==> config.mk <==
export PLATFORM = sky130hd
export DESIGN_NAME = link_rx_top
export DESIGN_NICKNAME = d
export VERILOG_FILES = /design/src/link_pkg.sv /design/src/byte_fifo.sv /design/src/frame_decoder.sv /design/src/link_rx_top.sv /design/src/uart_rx.sv
export VERILOG_INCLUDE_DIRS = /design/src
export SDC_FILE = /design/constraint.sdc
export NUM_CORES = 1
export LEC_CHECK = 0
export BUFFER_PORTS_ARGS = -buffer_cell sky130_fd_sc_hd__buf_2
export CORE_MARGIN = 1
export CORE_UTILIZATION = 45
export DETAILED_ROUTE_END_ITERATION = 7
export SLEW_MARGIN = 20
export SYNTH_ARGS = -nofsm -noshare
export SYNTH_HDL_FRONTEND = slang
export SYNTH_SLANG_ARGS = --single-unit
==> constraint.sdc <==
create_clock -name clk -period 2.95 [get_ports clk]
set_input_delay 0.59 -clock clk [delete_from_list [all_inputs] [get_ports clk]]
set_output_delay 0.59 -clock clk [all_outputs]
set_load 0.005 [all_outputs]
==> src/link_defs.svh <==
/* Link receive definitions */

`ifndef LINK_DEFS_SVH
`define LINK_DEFS_SVH

// ~~~~~~~~~~~~~~~~~~~~
// Serial timing and queue size
`define LINK_CLKS_PER_BIT 16
`define LINK_FIFO_AW      2     // 4 entries

// ~~~~~~~~~~~~~~~~~~~~
// Frame opcodes, low 3 bits of each byte
`define OP_SYNC      3'd0
`define OP_KEEPER_LO 3'd1
`define OP_KEEPER_HI 3'd2
`define OP_SHOT_X_LO 3'd3
`define OP_SHOT_X_HI 3'd4
`define OP_SHOT_Y_LO 3'd5
`define OP_SHOT_Y_HI 3'd6
`define OP_SCORE     3'd7

// Sync payload codes
`define SYNC_SHOOTER_START 5'b11001
`define SYNC_KEEPER_START  5'b01001
`define SYNC_LINKED        5'b00001
`define SYNC_BACK_TO_START 5'b00101

`endif

==> src/link_pkg.sv <==
/* Link receive types */

`default_nettype none

package link_pkg;

    // ~~~~~~~~~~~~~~~~~~~~
    // Plain vectors
    typedef logic [7:0] byte_t;
    typedef logic [2:0] opcode_t;
    typedef logic [4:0] payload_t;
    typedef logic [9:0] coord_t;     // Screen coordinate
    typedef logic [2:0] score_t;     // Goal count

    // Local game role
    typedef enum logic [1:0] {
        ROLE_START,
        ROLE_SHOOTER,
        ROLE_KEEPER,
        ROLE_END
    } role_t;

    // One byte on the wire, payload on top
    typedef struct packed {
        payload_t payload;
        opcode_t  opcode;
    } link_frame_t;

    // ~~~~~~~~~~~~~~~~~~~~
    // What the peer board has told us
    typedef struct packed {
        logic   connected;
        logic   peer_shooter;
        logic   game_starts;
        logic   back_to_start;
        coord_t keeper_pos;
        coord_t shot_x;
        coord_t shot_y;
        logic   peer_input;
        logic   peer_scored;
        score_t peer_score;
    } peer_state_t;

    typedef enum logic [1:0] {RX_IDLE, RX_START, RX_DATA, RX_STOP} rx_state_t;

endpackage

`default_nettype wire

==> src/byte_fifo.sv <==
/* Byte queue */

`timescale 1ns/100ps
`default_nettype none

`include "link_defs.svh"

module byte_fifo #(
    parameter int aw = `LINK_FIFO_AW
) (
    input  wire             clk,
    input  wire             rst,
    input  wire             wr,
    input  wire link_pkg::byte_t wdata,
    input  wire             rd,
    output link_pkg::byte_t head,
    output logic            empty
);

    localparam int depth = 2 ** aw;

    link_pkg::byte_t mem [depth];
    logic [aw-1:0]   wptr;
    logic [aw-1:0]   rptr;
    logic [aw:0]     count;     // Occupancy, one bit wider than pointers
    logic            full;
    logic            do_wr;
    logic            do_rd;

    assign full  = (count == (aw + 1)'(depth));
    assign empty = (count == '0);
    assign do_wr = wr && !full;     // Overflow bytes are lost
    assign do_rd = rd && !empty;
    assign head  = mem[rptr];

    always_ff @(posedge clk) begin
        if (do_wr) mem[wptr] <= wdata;
    end

    // ~~~~~~~~~~~~~~~~~~~~
    // Pointers and count
    always_ff @(posedge clk) begin
        if (rst) begin
            wptr  <= '0;
            rptr  <= '0;
            count <= '0;
        end else begin
            if (do_wr) wptr <= wptr + 1'b1;
            if (do_rd) rptr <= rptr + 1'b1;
            if (do_wr && !do_rd) count <= count + 1'b1;
            else if (do_rd && !do_wr) count <= count - 1'b1;
        end
    end

endmodule

`default_nettype wire

==> src/frame_decoder.sv <==
/* Link frame decoder */

`timescale 1ns/100ps
`default_nettype none

`include "link_defs.svh"

module frame_decoder (
    input  wire                     clk,
    input  wire                     rst,
    input  wire link_pkg::byte_t    head,
    input  wire                     empty,
    input  wire link_pkg::role_t    role,
    output logic                    rd,
    output link_pkg::peer_state_t   peer,
    output logic                    frame_seen
);

    link_pkg::link_frame_t frame;
    logic                  take;
    logic                  is_shooter;
    logic                  is_keeper;

    // Halves held until the upper half arrives
    link_pkg::payload_t keeper_lo;
    link_pkg::payload_t shot_x_lo;
    link_pkg::payload_t shot_x_hi;
    link_pkg::payload_t shot_y_lo;

    assign frame      = link_pkg::link_frame_t'(head);
    assign take       = !empty && !rd;      // rd high means this head is being popped
    assign is_shooter = (role == link_pkg::ROLE_SHOOTER);
    assign is_keeper  = (role == link_pkg::ROLE_KEEPER);

    // ~~~~~~~~~~~~~~~~~~~~
    // Pop handshake
    always_ff @(posedge clk) begin
        if (rst) begin
            rd         <= 1'b0;
            frame_seen <= 1'b0;
        end else begin
            rd         <= take;
            frame_seen <= take;
        end
    end

    // ~~~~~~~~~~~~~~~~~~~~
    // Opcode decode
    always_ff @(posedge clk) begin
        if (rst) begin
            peer      <= '0;
            keeper_lo <= '0;
            shot_x_lo <= '0;
            shot_x_hi <= '0;
            shot_y_lo <= '0;
        end else if (take) begin
            case (frame.opcode)
                `OP_SYNC: begin
                    // Defaults cover unknown codes, which drop the link
                    peer.connected     <= 1'b0;
                    peer.peer_shooter  <= 1'b0;
                    peer.game_starts   <= 1'b0;
                    peer.back_to_start <= 1'b0;
                    case (frame.payload)
                        `SYNC_SHOOTER_START: begin
                            peer.connected    <= 1'b1;
                            peer.peer_shooter <= 1'b1;
                            peer.game_starts  <= 1'b1;
                        end
                        `SYNC_KEEPER_START: begin
                            peer.connected   <= 1'b1;
                            peer.game_starts <= 1'b1;
                        end
                        `SYNC_LINKED: peer.connected <= 1'b1;
                        `SYNC_BACK_TO_START: begin
                            peer.connected     <= 1'b1;
                            peer.back_to_start <= 1'b1;
                        end
                        default: ;
                    endcase
                end
                `OP_KEEPER_LO: if (is_shooter) keeper_lo <= frame.payload;
                `OP_KEEPER_HI: begin
                    if (is_shooter) peer.keeper_pos <= {frame.payload, keeper_lo};
                end
                `OP_SHOT_X_LO: if (is_keeper) shot_x_lo <= frame.payload;
                `OP_SHOT_X_HI: if (is_keeper) shot_x_hi <= frame.payload;
                `OP_SHOT_Y_LO: if (is_keeper) shot_y_lo <= frame.payload;
                `OP_SHOT_Y_HI: begin
                    if (is_keeper) begin        // x and y land together
                        peer.shot_x <= {shot_x_hi, shot_x_lo};
                        peer.shot_y <= {frame.payload, shot_y_lo};
                    end
                end
                `OP_SCORE: begin
                    if (is_shooter || is_keeper) begin
                        peer.peer_input  <= frame.payload[4];    // Byte bit 7
                        peer.peer_scored <= frame.payload[3];    // Byte bit 6
                        peer.peer_score  <= frame.payload[2:0];
                    end
                end
                default: ;
            endcase
        end
    end

endmodule

`default_nettype wire

==> src/link_rx_top.sv <==
/* Link receive path */

`timescale 1ns/100ps
`default_nettype none

`include "link_defs.svh"

module link_rx_top (
    input  wire                     clk,
    input  wire                     rst,
    input  wire                     rx,
    input  wire link_pkg::role_t    role,
    output link_pkg::peer_state_t   peer,
    output logic                    frame_seen
);

    logic            byte_valid;
    link_pkg::byte_t byte_data;
    link_pkg::byte_t fifo_head;
    logic            fifo_empty;
    logic            fifo_rd;

    // ~~~~~~~~~~~~~~~~~~~~
    // Serial line to queue to decoder
    uart_rx #(.clks_per_bit(`LINK_CLKS_PER_BIT)) u_uart_rx (
        .clk, .rst, .rx,
        .byte_valid, .byte_data
    );

    byte_fifo #(.aw(`LINK_FIFO_AW)) u_byte_fifo (
        .clk, .rst,
        .wr(byte_valid), .wdata(byte_data),
        .rd(fifo_rd), .head(fifo_head), .empty(fifo_empty)
    );

    frame_decoder u_frame_decoder (
        .clk, .rst,
        .head(fifo_head), .empty(fifo_empty), .role,
        .rd(fifo_rd), .peer, .frame_seen
    );

endmodule

`default_nettype wire

==> src/uart_rx.sv <==
/* Serial byte receiver */

`timescale 1ns/100ps
`default_nettype none

`include "link_defs.svh"

module uart_rx #(
    parameter int clks_per_bit = `LINK_CLKS_PER_BIT
) (
    input  wire                 clk,
    input  wire                 rst,
    input  wire                 rx,
    output logic                byte_valid,
    output link_pkg::byte_t     byte_data
);

    localparam int cw = $clog2(clks_per_bit);
    localparam int half_bit = clks_per_bit / 2;

    link_pkg::rx_state_t state;
    logic [cw-1:0]       cnt;       // Cycles within current bit
    logic [2:0]          bit_idx;   // Data bit being received
    link_pkg::byte_t     shreg;
    logic                bit_end;
    logic                half_end;

    assign bit_end  = (cnt == cw'(clks_per_bit - 1));
    assign half_end = (cnt == cw'(half_bit - 1));

    // ~~~~~~~~~~~~~~~~~~~~
    // Bit timing FSM
    always_ff @(posedge clk) begin
        if (rst) begin
            state      <= link_pkg::RX_IDLE;
            cnt        <= '0;
            bit_idx    <= '0;
            byte_valid <= 1'b0;
        end else begin
            byte_valid <= 1'b0;
            case (state)
                link_pkg::RX_IDLE: begin
                    cnt <= '0;
                    if (!rx) state <= link_pkg::RX_START;   // Falling edge of start bit
                end
                link_pkg::RX_START: begin
                    if (half_end) begin
                        cnt     <= '0;
                        bit_idx <= '0;
                        // Line back high at mid start bit, treat as a glitch
                        state   <= rx ? link_pkg::RX_IDLE : link_pkg::RX_DATA;
                    end else begin
                        cnt <= cnt + 1'b1;
                    end
                end
                link_pkg::RX_DATA: begin
                    if (bit_end) begin
                        cnt <= '0;
                        if (bit_idx == 3'd7) state <= link_pkg::RX_STOP;
                        bit_idx <= bit_idx + 1'b1;
                    end else begin
                        cnt <= cnt + 1'b1;
                    end
                end
                link_pkg::RX_STOP: begin
                    if (bit_end) begin
                        cnt        <= '0;
                        byte_valid <= rx;   // Framing error drops the byte
                        state      <= link_pkg::RX_IDLE;
                    end else begin
                        cnt <= cnt + 1'b1;
                    end
                end
                default: state <= link_pkg::RX_IDLE;
            endcase
        end
    end

    // Data bits arrive LSB first
    always_ff @(posedge clk) begin
        if (state == link_pkg::RX_DATA && bit_end) shreg <= {rx, shreg[7:1]};
    end

    assign byte_data = shreg;

endmodule

`default_nettype wire
## After elaboration in Yosys (flattened, before gate mapping)

Memory sizes are Yosys's and may differ from the RTL's. A register that Yosys moved wholly into a read port is not among the register bits.
Index checks and enable logic that the tools add are counted.

- Logic and storage cells: 111
- Memories kept: 1
- Bits in registers: 85
- RAM bits: 32
- Bits of input ports: 5

Memory list:

| memory | depth | bits a word | read ports | clocked after Yosys merged registers in | wr ports | line | text |
|---|---|---|---|---|---|---|---|
| u_byte_fifo.mem | 4 | 8 | 1 | 1 | 1 | byte_fifo.sv:22 | `link_pkg::byte_t mem [depth];` |

- Muxes and demuxes: 23
- Bitwise logic cells: 2
- Reduce and logical (&&, ||, !) cells: 31
- Eq/ne operators: 25
- Add/sub/neg operators: 6

Operators by type and width:

| operator | count |
|---|---|
| $reduce_and 3->1 | 8 |
| $eq 3x3->1 const B | 6 |
| $mux 2 | 8 |
| $mux 3 | 4 |
| $pmux 4 s3 | 1 |
| $mux 4 | 2 |
| $ne 2x1->1 const B | 4 |
| $pmux 2 s4 | 1 |
| $add 3x1->3 const B | 2 |
| $eq 2x2->1 const B | 3 |
| $eq 3x2->1 const B | 2 |
| $logic_and 1x1->1 | 6 |
| $logic_not 3->1 | 2 |
| $mux 1 | 6 |
| $pmux 3 s2 | 1 |
| $eq 5x1->1 const B | 1 |
| $eq 5x3->1 const B | 1 |
| $eq 5x4->1 const B | 1 |
| $eq 5x5->1 const B | 1 |
| $logic_not 1->1 | 5 |
| $reduce_and 5->1 | 1 |
| $add 2x1->2 const B | 2 |
| $add 4x1->4 const B | 1 |
| $eq 2x1->1 const B | 2 |
| 13 further kinds | 16 |

## Longest topological paths before layout

- Depth in word-level cells: 7
- Depth in mapped cells: 8

## Modules after synthesis

A second synthesis with hierarchy kept.

- Cells, all modules: 382
- Area total of the unflattened synthesis: 4858.4 um2

By module, submodules not included:

| module | area an instance (um2) | instances | cells each |
|---|---|---|---|
| frame_decoder | 2434.8 | 1 | 226 |
| byte_fifo | 1631.6 | 1 | 89 |
| uart_rx | 792.0 | 1 | 67 |

## Worst setup path before layout

No wires, ideal clock.

- Kind: reg-to-reg
- From: register u_byte_fifo.count[0]
- To: register u_byte_fifo.count[2]
- Clock period less this slack: 2.145 ns
- Setup time: 0.070 ns
- Arrival time: 2.075 ns
- Slack: 0.805 ns
- Path buffers: 0
- Stages on the path, launching flop included: 9
- Cell sequence: dfxtp_1 -> or3_1 -> nand2_1 -> ha_1 -> inv_1 -> fa_1 -> xor2_1 -> or3_1 -> a21oi_1

- Cells in the longest elaborated chain, start to end: 6
- Elaborated cells between the ends (all ways): 15
- Classes of those cells: add/sub: 2; eq/ne: 1; mux: 2; reduce/logical: 10

Ends and longest elaborated chain:

| element | line | text |
|---|---|---|
| start: declaration | byte_fifo.sv:25 | `logic [aw:0] count;` |
| start signal: assignment | byte_fifo.sv:50 | `if (do_wr && !do_rd) count <= count + 1'b1;` |
| start signal: assignment | byte_fifo.sv:51 | `else if (do_rd && !do_wr) count <= count - 1'b1;` |
| branches (longest 6 deep; another with $sub 3x1->3) | - |  |

Several ways; the timed one is not identified. The select of a mux whose other input is x is not followed.
A chain may end at the register's enable or synchronous reset.

## Worst setup path in the final report

- From: register u_byte_fifo.count[0]
- To: register u_byte_fifo.count[2]

- Cells in the longest elaborated chain, start to end: 6
- Elaborated cells between the ends (all ways): 15
- Classes of those cells: add/sub: 2; eq/ne: 1; mux: 2; reduce/logical: 10

Ends and longest elaborated chain:

| element | line | text |
|---|---|---|
| $eq 3x3->1 * | byte_fifo.sv:30 | `assign full = (count == (aw + 1)'(depth));` |
| $logic_not 1->1 * | byte_fifo.sv:32 | `assign do_wr = wr && !full;` |
| $logic_and 1x1->1 * | byte_fifo.sv:32 |  |
| net u_byte_fifo.do_wr | byte_fifo.sv:27 | `logic do_wr;` |
| $logic_not 1->1 | byte_fifo.sv:51 |  |
| $logic_and 1x1->1 | byte_fifo.sv:51 |  |
| $reduce_bool 2->1 (no source line) | - |  |

The timed path passes the listed nets; every way through them passes the cells marked *. The select of a mux whose other input is x is not followed.

==> out/metrics.cfg <==
[run_status]
status = finished, final reports clean

[power]
power_mw = 3.88
peakVddDrop_mv = 0.414
power_leakage_nw = 2.15
power.density_nw_per_um2 = 672

[logic_synthesis]
synth_cell_type_count = 42
synth_area_leaders = dfxtp_1 33%, edfxtp_1 25%, a21oi_1 5.0%
ys_warn_count = 0
synth-simple-area-share = 0.150
synth_commonest_cells = 79 x dfxtp_1, 48 x a21oi_1, 44 x nand3_1, 44 x o21ai_0, 40 x edfxtp_1
ys_seq_elements = 119
synth-xor-area-share = 0.0127
synth_top_family_by_area = simple AND/OR/NAND/NOR gates
synth_nets = 457
netlist_instances = 436
synthMuxAreaShare = 0.0765
synth.largest_area_cell = dfxtp_1
yosysMostFrequentCell = dfxtp_1
synthFlopType = dfxtp_1
async_reset_ff_frac = 0
synthAdderAreaFrac = 0.0429
synth_seq_area_share = 0.575
synth_compound_area_frac = 0.112
yosysTopAreaCellShare = 0.327
synth-edff-count = 40
netlist_area_um2 = 4840
syn_avg_cell_area_um2 = 11.1

[floorplan]
die_y_um = 106
fp-row-count = 37
start_util = 0.467
die_area_um2 = 11200
io_pins = 45
core_area_um2 = 10400
die_x_um = 106

[setup_path]
worstPathCellList = nor2_1 > a21boi_1 > ha_1 > inv_1 > fa_1 > xor2_1 > or3_1 > a21oi_1
max_stage_delay_ns = 0.44
cp_slowest_cell = a21boi_1
arrival_ns = 2.81
cp_max_fo = 7
critPathRequiredTime_ns = 3.38
setup.worst_path.end_class = flip-flop
cp-start-kind = flip-flop
critical_path_class = reg2reg

[timing]
rsz0062_at_grt = false
timing.final.crit_share = 0.807
hold_viol = 0
finalSetupTns_ns = 0
setup_violations = 0
period_minus_slack_ns = 2.38
maxSlewViolCount = 0
max_slew_margin = 0.280
fin_skew_ns = 0.00478
worst_slew_pin_slew_ns = 1.08
fmax_mhz = 420

[route]
drt_wl_total_um = 9770
first_iter_violations = 145
vias = 3391
wl_per_cell_um = 15.5
firstDrtPassIters = 4
detail-route-antenna-nets = 0
drc_errors = 0
drt-vias-per-instance = 5.38

[global_routing]
grt_pass1_vias = 3286
grt_max_degree = 66
antenna_found_initial = 0
grt_first_pass_wirelength_um = 16100
gr-usage-all-layers = 0.187
gr-total-overflow = 0

[cts]
root_buffer = clkbuf_8
numCtsBuffers = 17
clk_path_buf_depth = 2
cts_hold_buf = 0
cts_tree = yes
cts_setup_buffers = 0
worstSkewPairLatency_ns = 0.51
clock-sinks = 119
cts_resized = 0
cts.clk_slew.worst_paths_ns = 0.06
cts.htree.levels = 4

[placement]
dp_hpwl_um = 6450
gp_congestion = 0.753
io_buffers = 44

[finish]
antennaDiodeCount = 0
area_growth_pct = 19.2
fin_util = 0.556
drive_gt1_frac = 0.186
layout.nets = 502

[job]
maxCapViolCount = 0

[min_path]
hold_path_class = in2reg

## final timing paths
check	from	end	slack, ns	cells past startpoint
min reg2reg	u_frame_decoder.shot_x_hi[4]$_SDFFE_PP0P_	u_frame_decoder.peer[24]$_SDFFE_PP0P_	0.46	2
min	rx	u_uart_rx.byte_data[7]$_DFFE_PP_	0.32	1
max reg2reg	u_byte_fifo.count[0]$_SDFFE_PP0P_	u_byte_fifo.count[2]$_SDFFE_PP0P_	0.57	8
max	u_byte_fifo.count[0]$_SDFFE_PP0P_	u_byte_fifo.count[2]$_SDFFE_PP0P_	0.57	8
## metal layers
metal | track usage | up-vias | routed length [um] | part of all wire
met3 | 0.0482 | 8 | 315 | 0.032
met2 | 0.305 | 57 | 4810 | 0.49
met5 | 0 | - | 0 | 0
met1 | 0.235 | 1649 | 4530 | 0.46
met4 | 0.0823 | 0 | 116 | 0.012
li1 | - | 1677 | - | -
## placed cells by master, fill, tap and decap left out, types with 8 or more instances in the layout
master | netlist | final
dfxtp_1 | 79 | 79
buf_2 | 5 | 44
nor2_1 | 15 | 15
edfxtp_1 | 40 | 40
nand3_1 | 44 | 44
inv_1 | 11 | 11
o21ai_0 | 44 | 44
mux2i_1 | 19 | 19
ha_1 | 15 | 15
nand2b_1 | 23 | 23
clkbuf_16 | 0 | 16
a21oi_1 | 48 | 48
mux4_2 | 8 | 8
## area by class of cell
type                    instances  area [um^2]
clock buffers                  18          418
repair buffers                 50          265
inverters                      11         41.3
flip-flops and latches        119         2780
clock inverters                14          183
multi-input cells             282         1910
fillers                       904         4600
well taps                     136          170
## kinds of logic (layout without fill, tap and decap cells)
group	after synthesis	in the layout
DFF	119	119
AOI/OAI and AO/OA	105	105
adders and majority gates	16	16
buffers and inverters	35	93
xor gates and xnor gates	7	7
muxes	27	27
and+or+nand+nor	127	127
## through the flow
stage / std cells / worst slack [ns] / hold slack (ns) / cell area (um^2)
after floorplan: 436 / 0.805 / 0.418 / 4840
after global placement: 598 / 0.686 / 0.430 / 5170
after detailed placement: 598 / 0.549 / 0.462 / 5170
after CTS: 630 / 0.536 / 0.297 / 5770
after global routing: 630 / 0.333 / 0.296 / 5770
final: 630 / 0.569 / 0.321 / 5770
## flip-flops by register name, indices dropped and copies added (netlist names), 4 cells and up, named ones only
name	flops
u_byte_fifo.mem	32
u_frame_decoder.keeper_lo	5
u_frame_decoder.peer	39
u_frame_decoder.shot_x_hi	5
u_frame_decoder.shot_x_lo	5
u_frame_decoder.shot_y_lo	5
u_uart_rx.byte_data	8
u_uart_rx.cnt	4
## critical path, delay by kind of cell (launching register included)
family | cells | cell delay (ns)
AOI/OAI and AO/OA | 2 | 0.57
and+or+nand+nor | 2 | 0.38
adders and majority gates | 2 | 0.67
buffers and inverters | 1 | 0.07
xor gates and xnor gates | 1 | 0.18
DFF | 1 | 0.42
## power breakdown
part	switching [mW]	internal [mW]	leakage [nW]
registers	0.00569	1.69	0.996
logic	0.0678	0.0374	0.865
clock network	0.715	1.36	0.286
No activity file was read; power rests on OpenSTA's default activity.
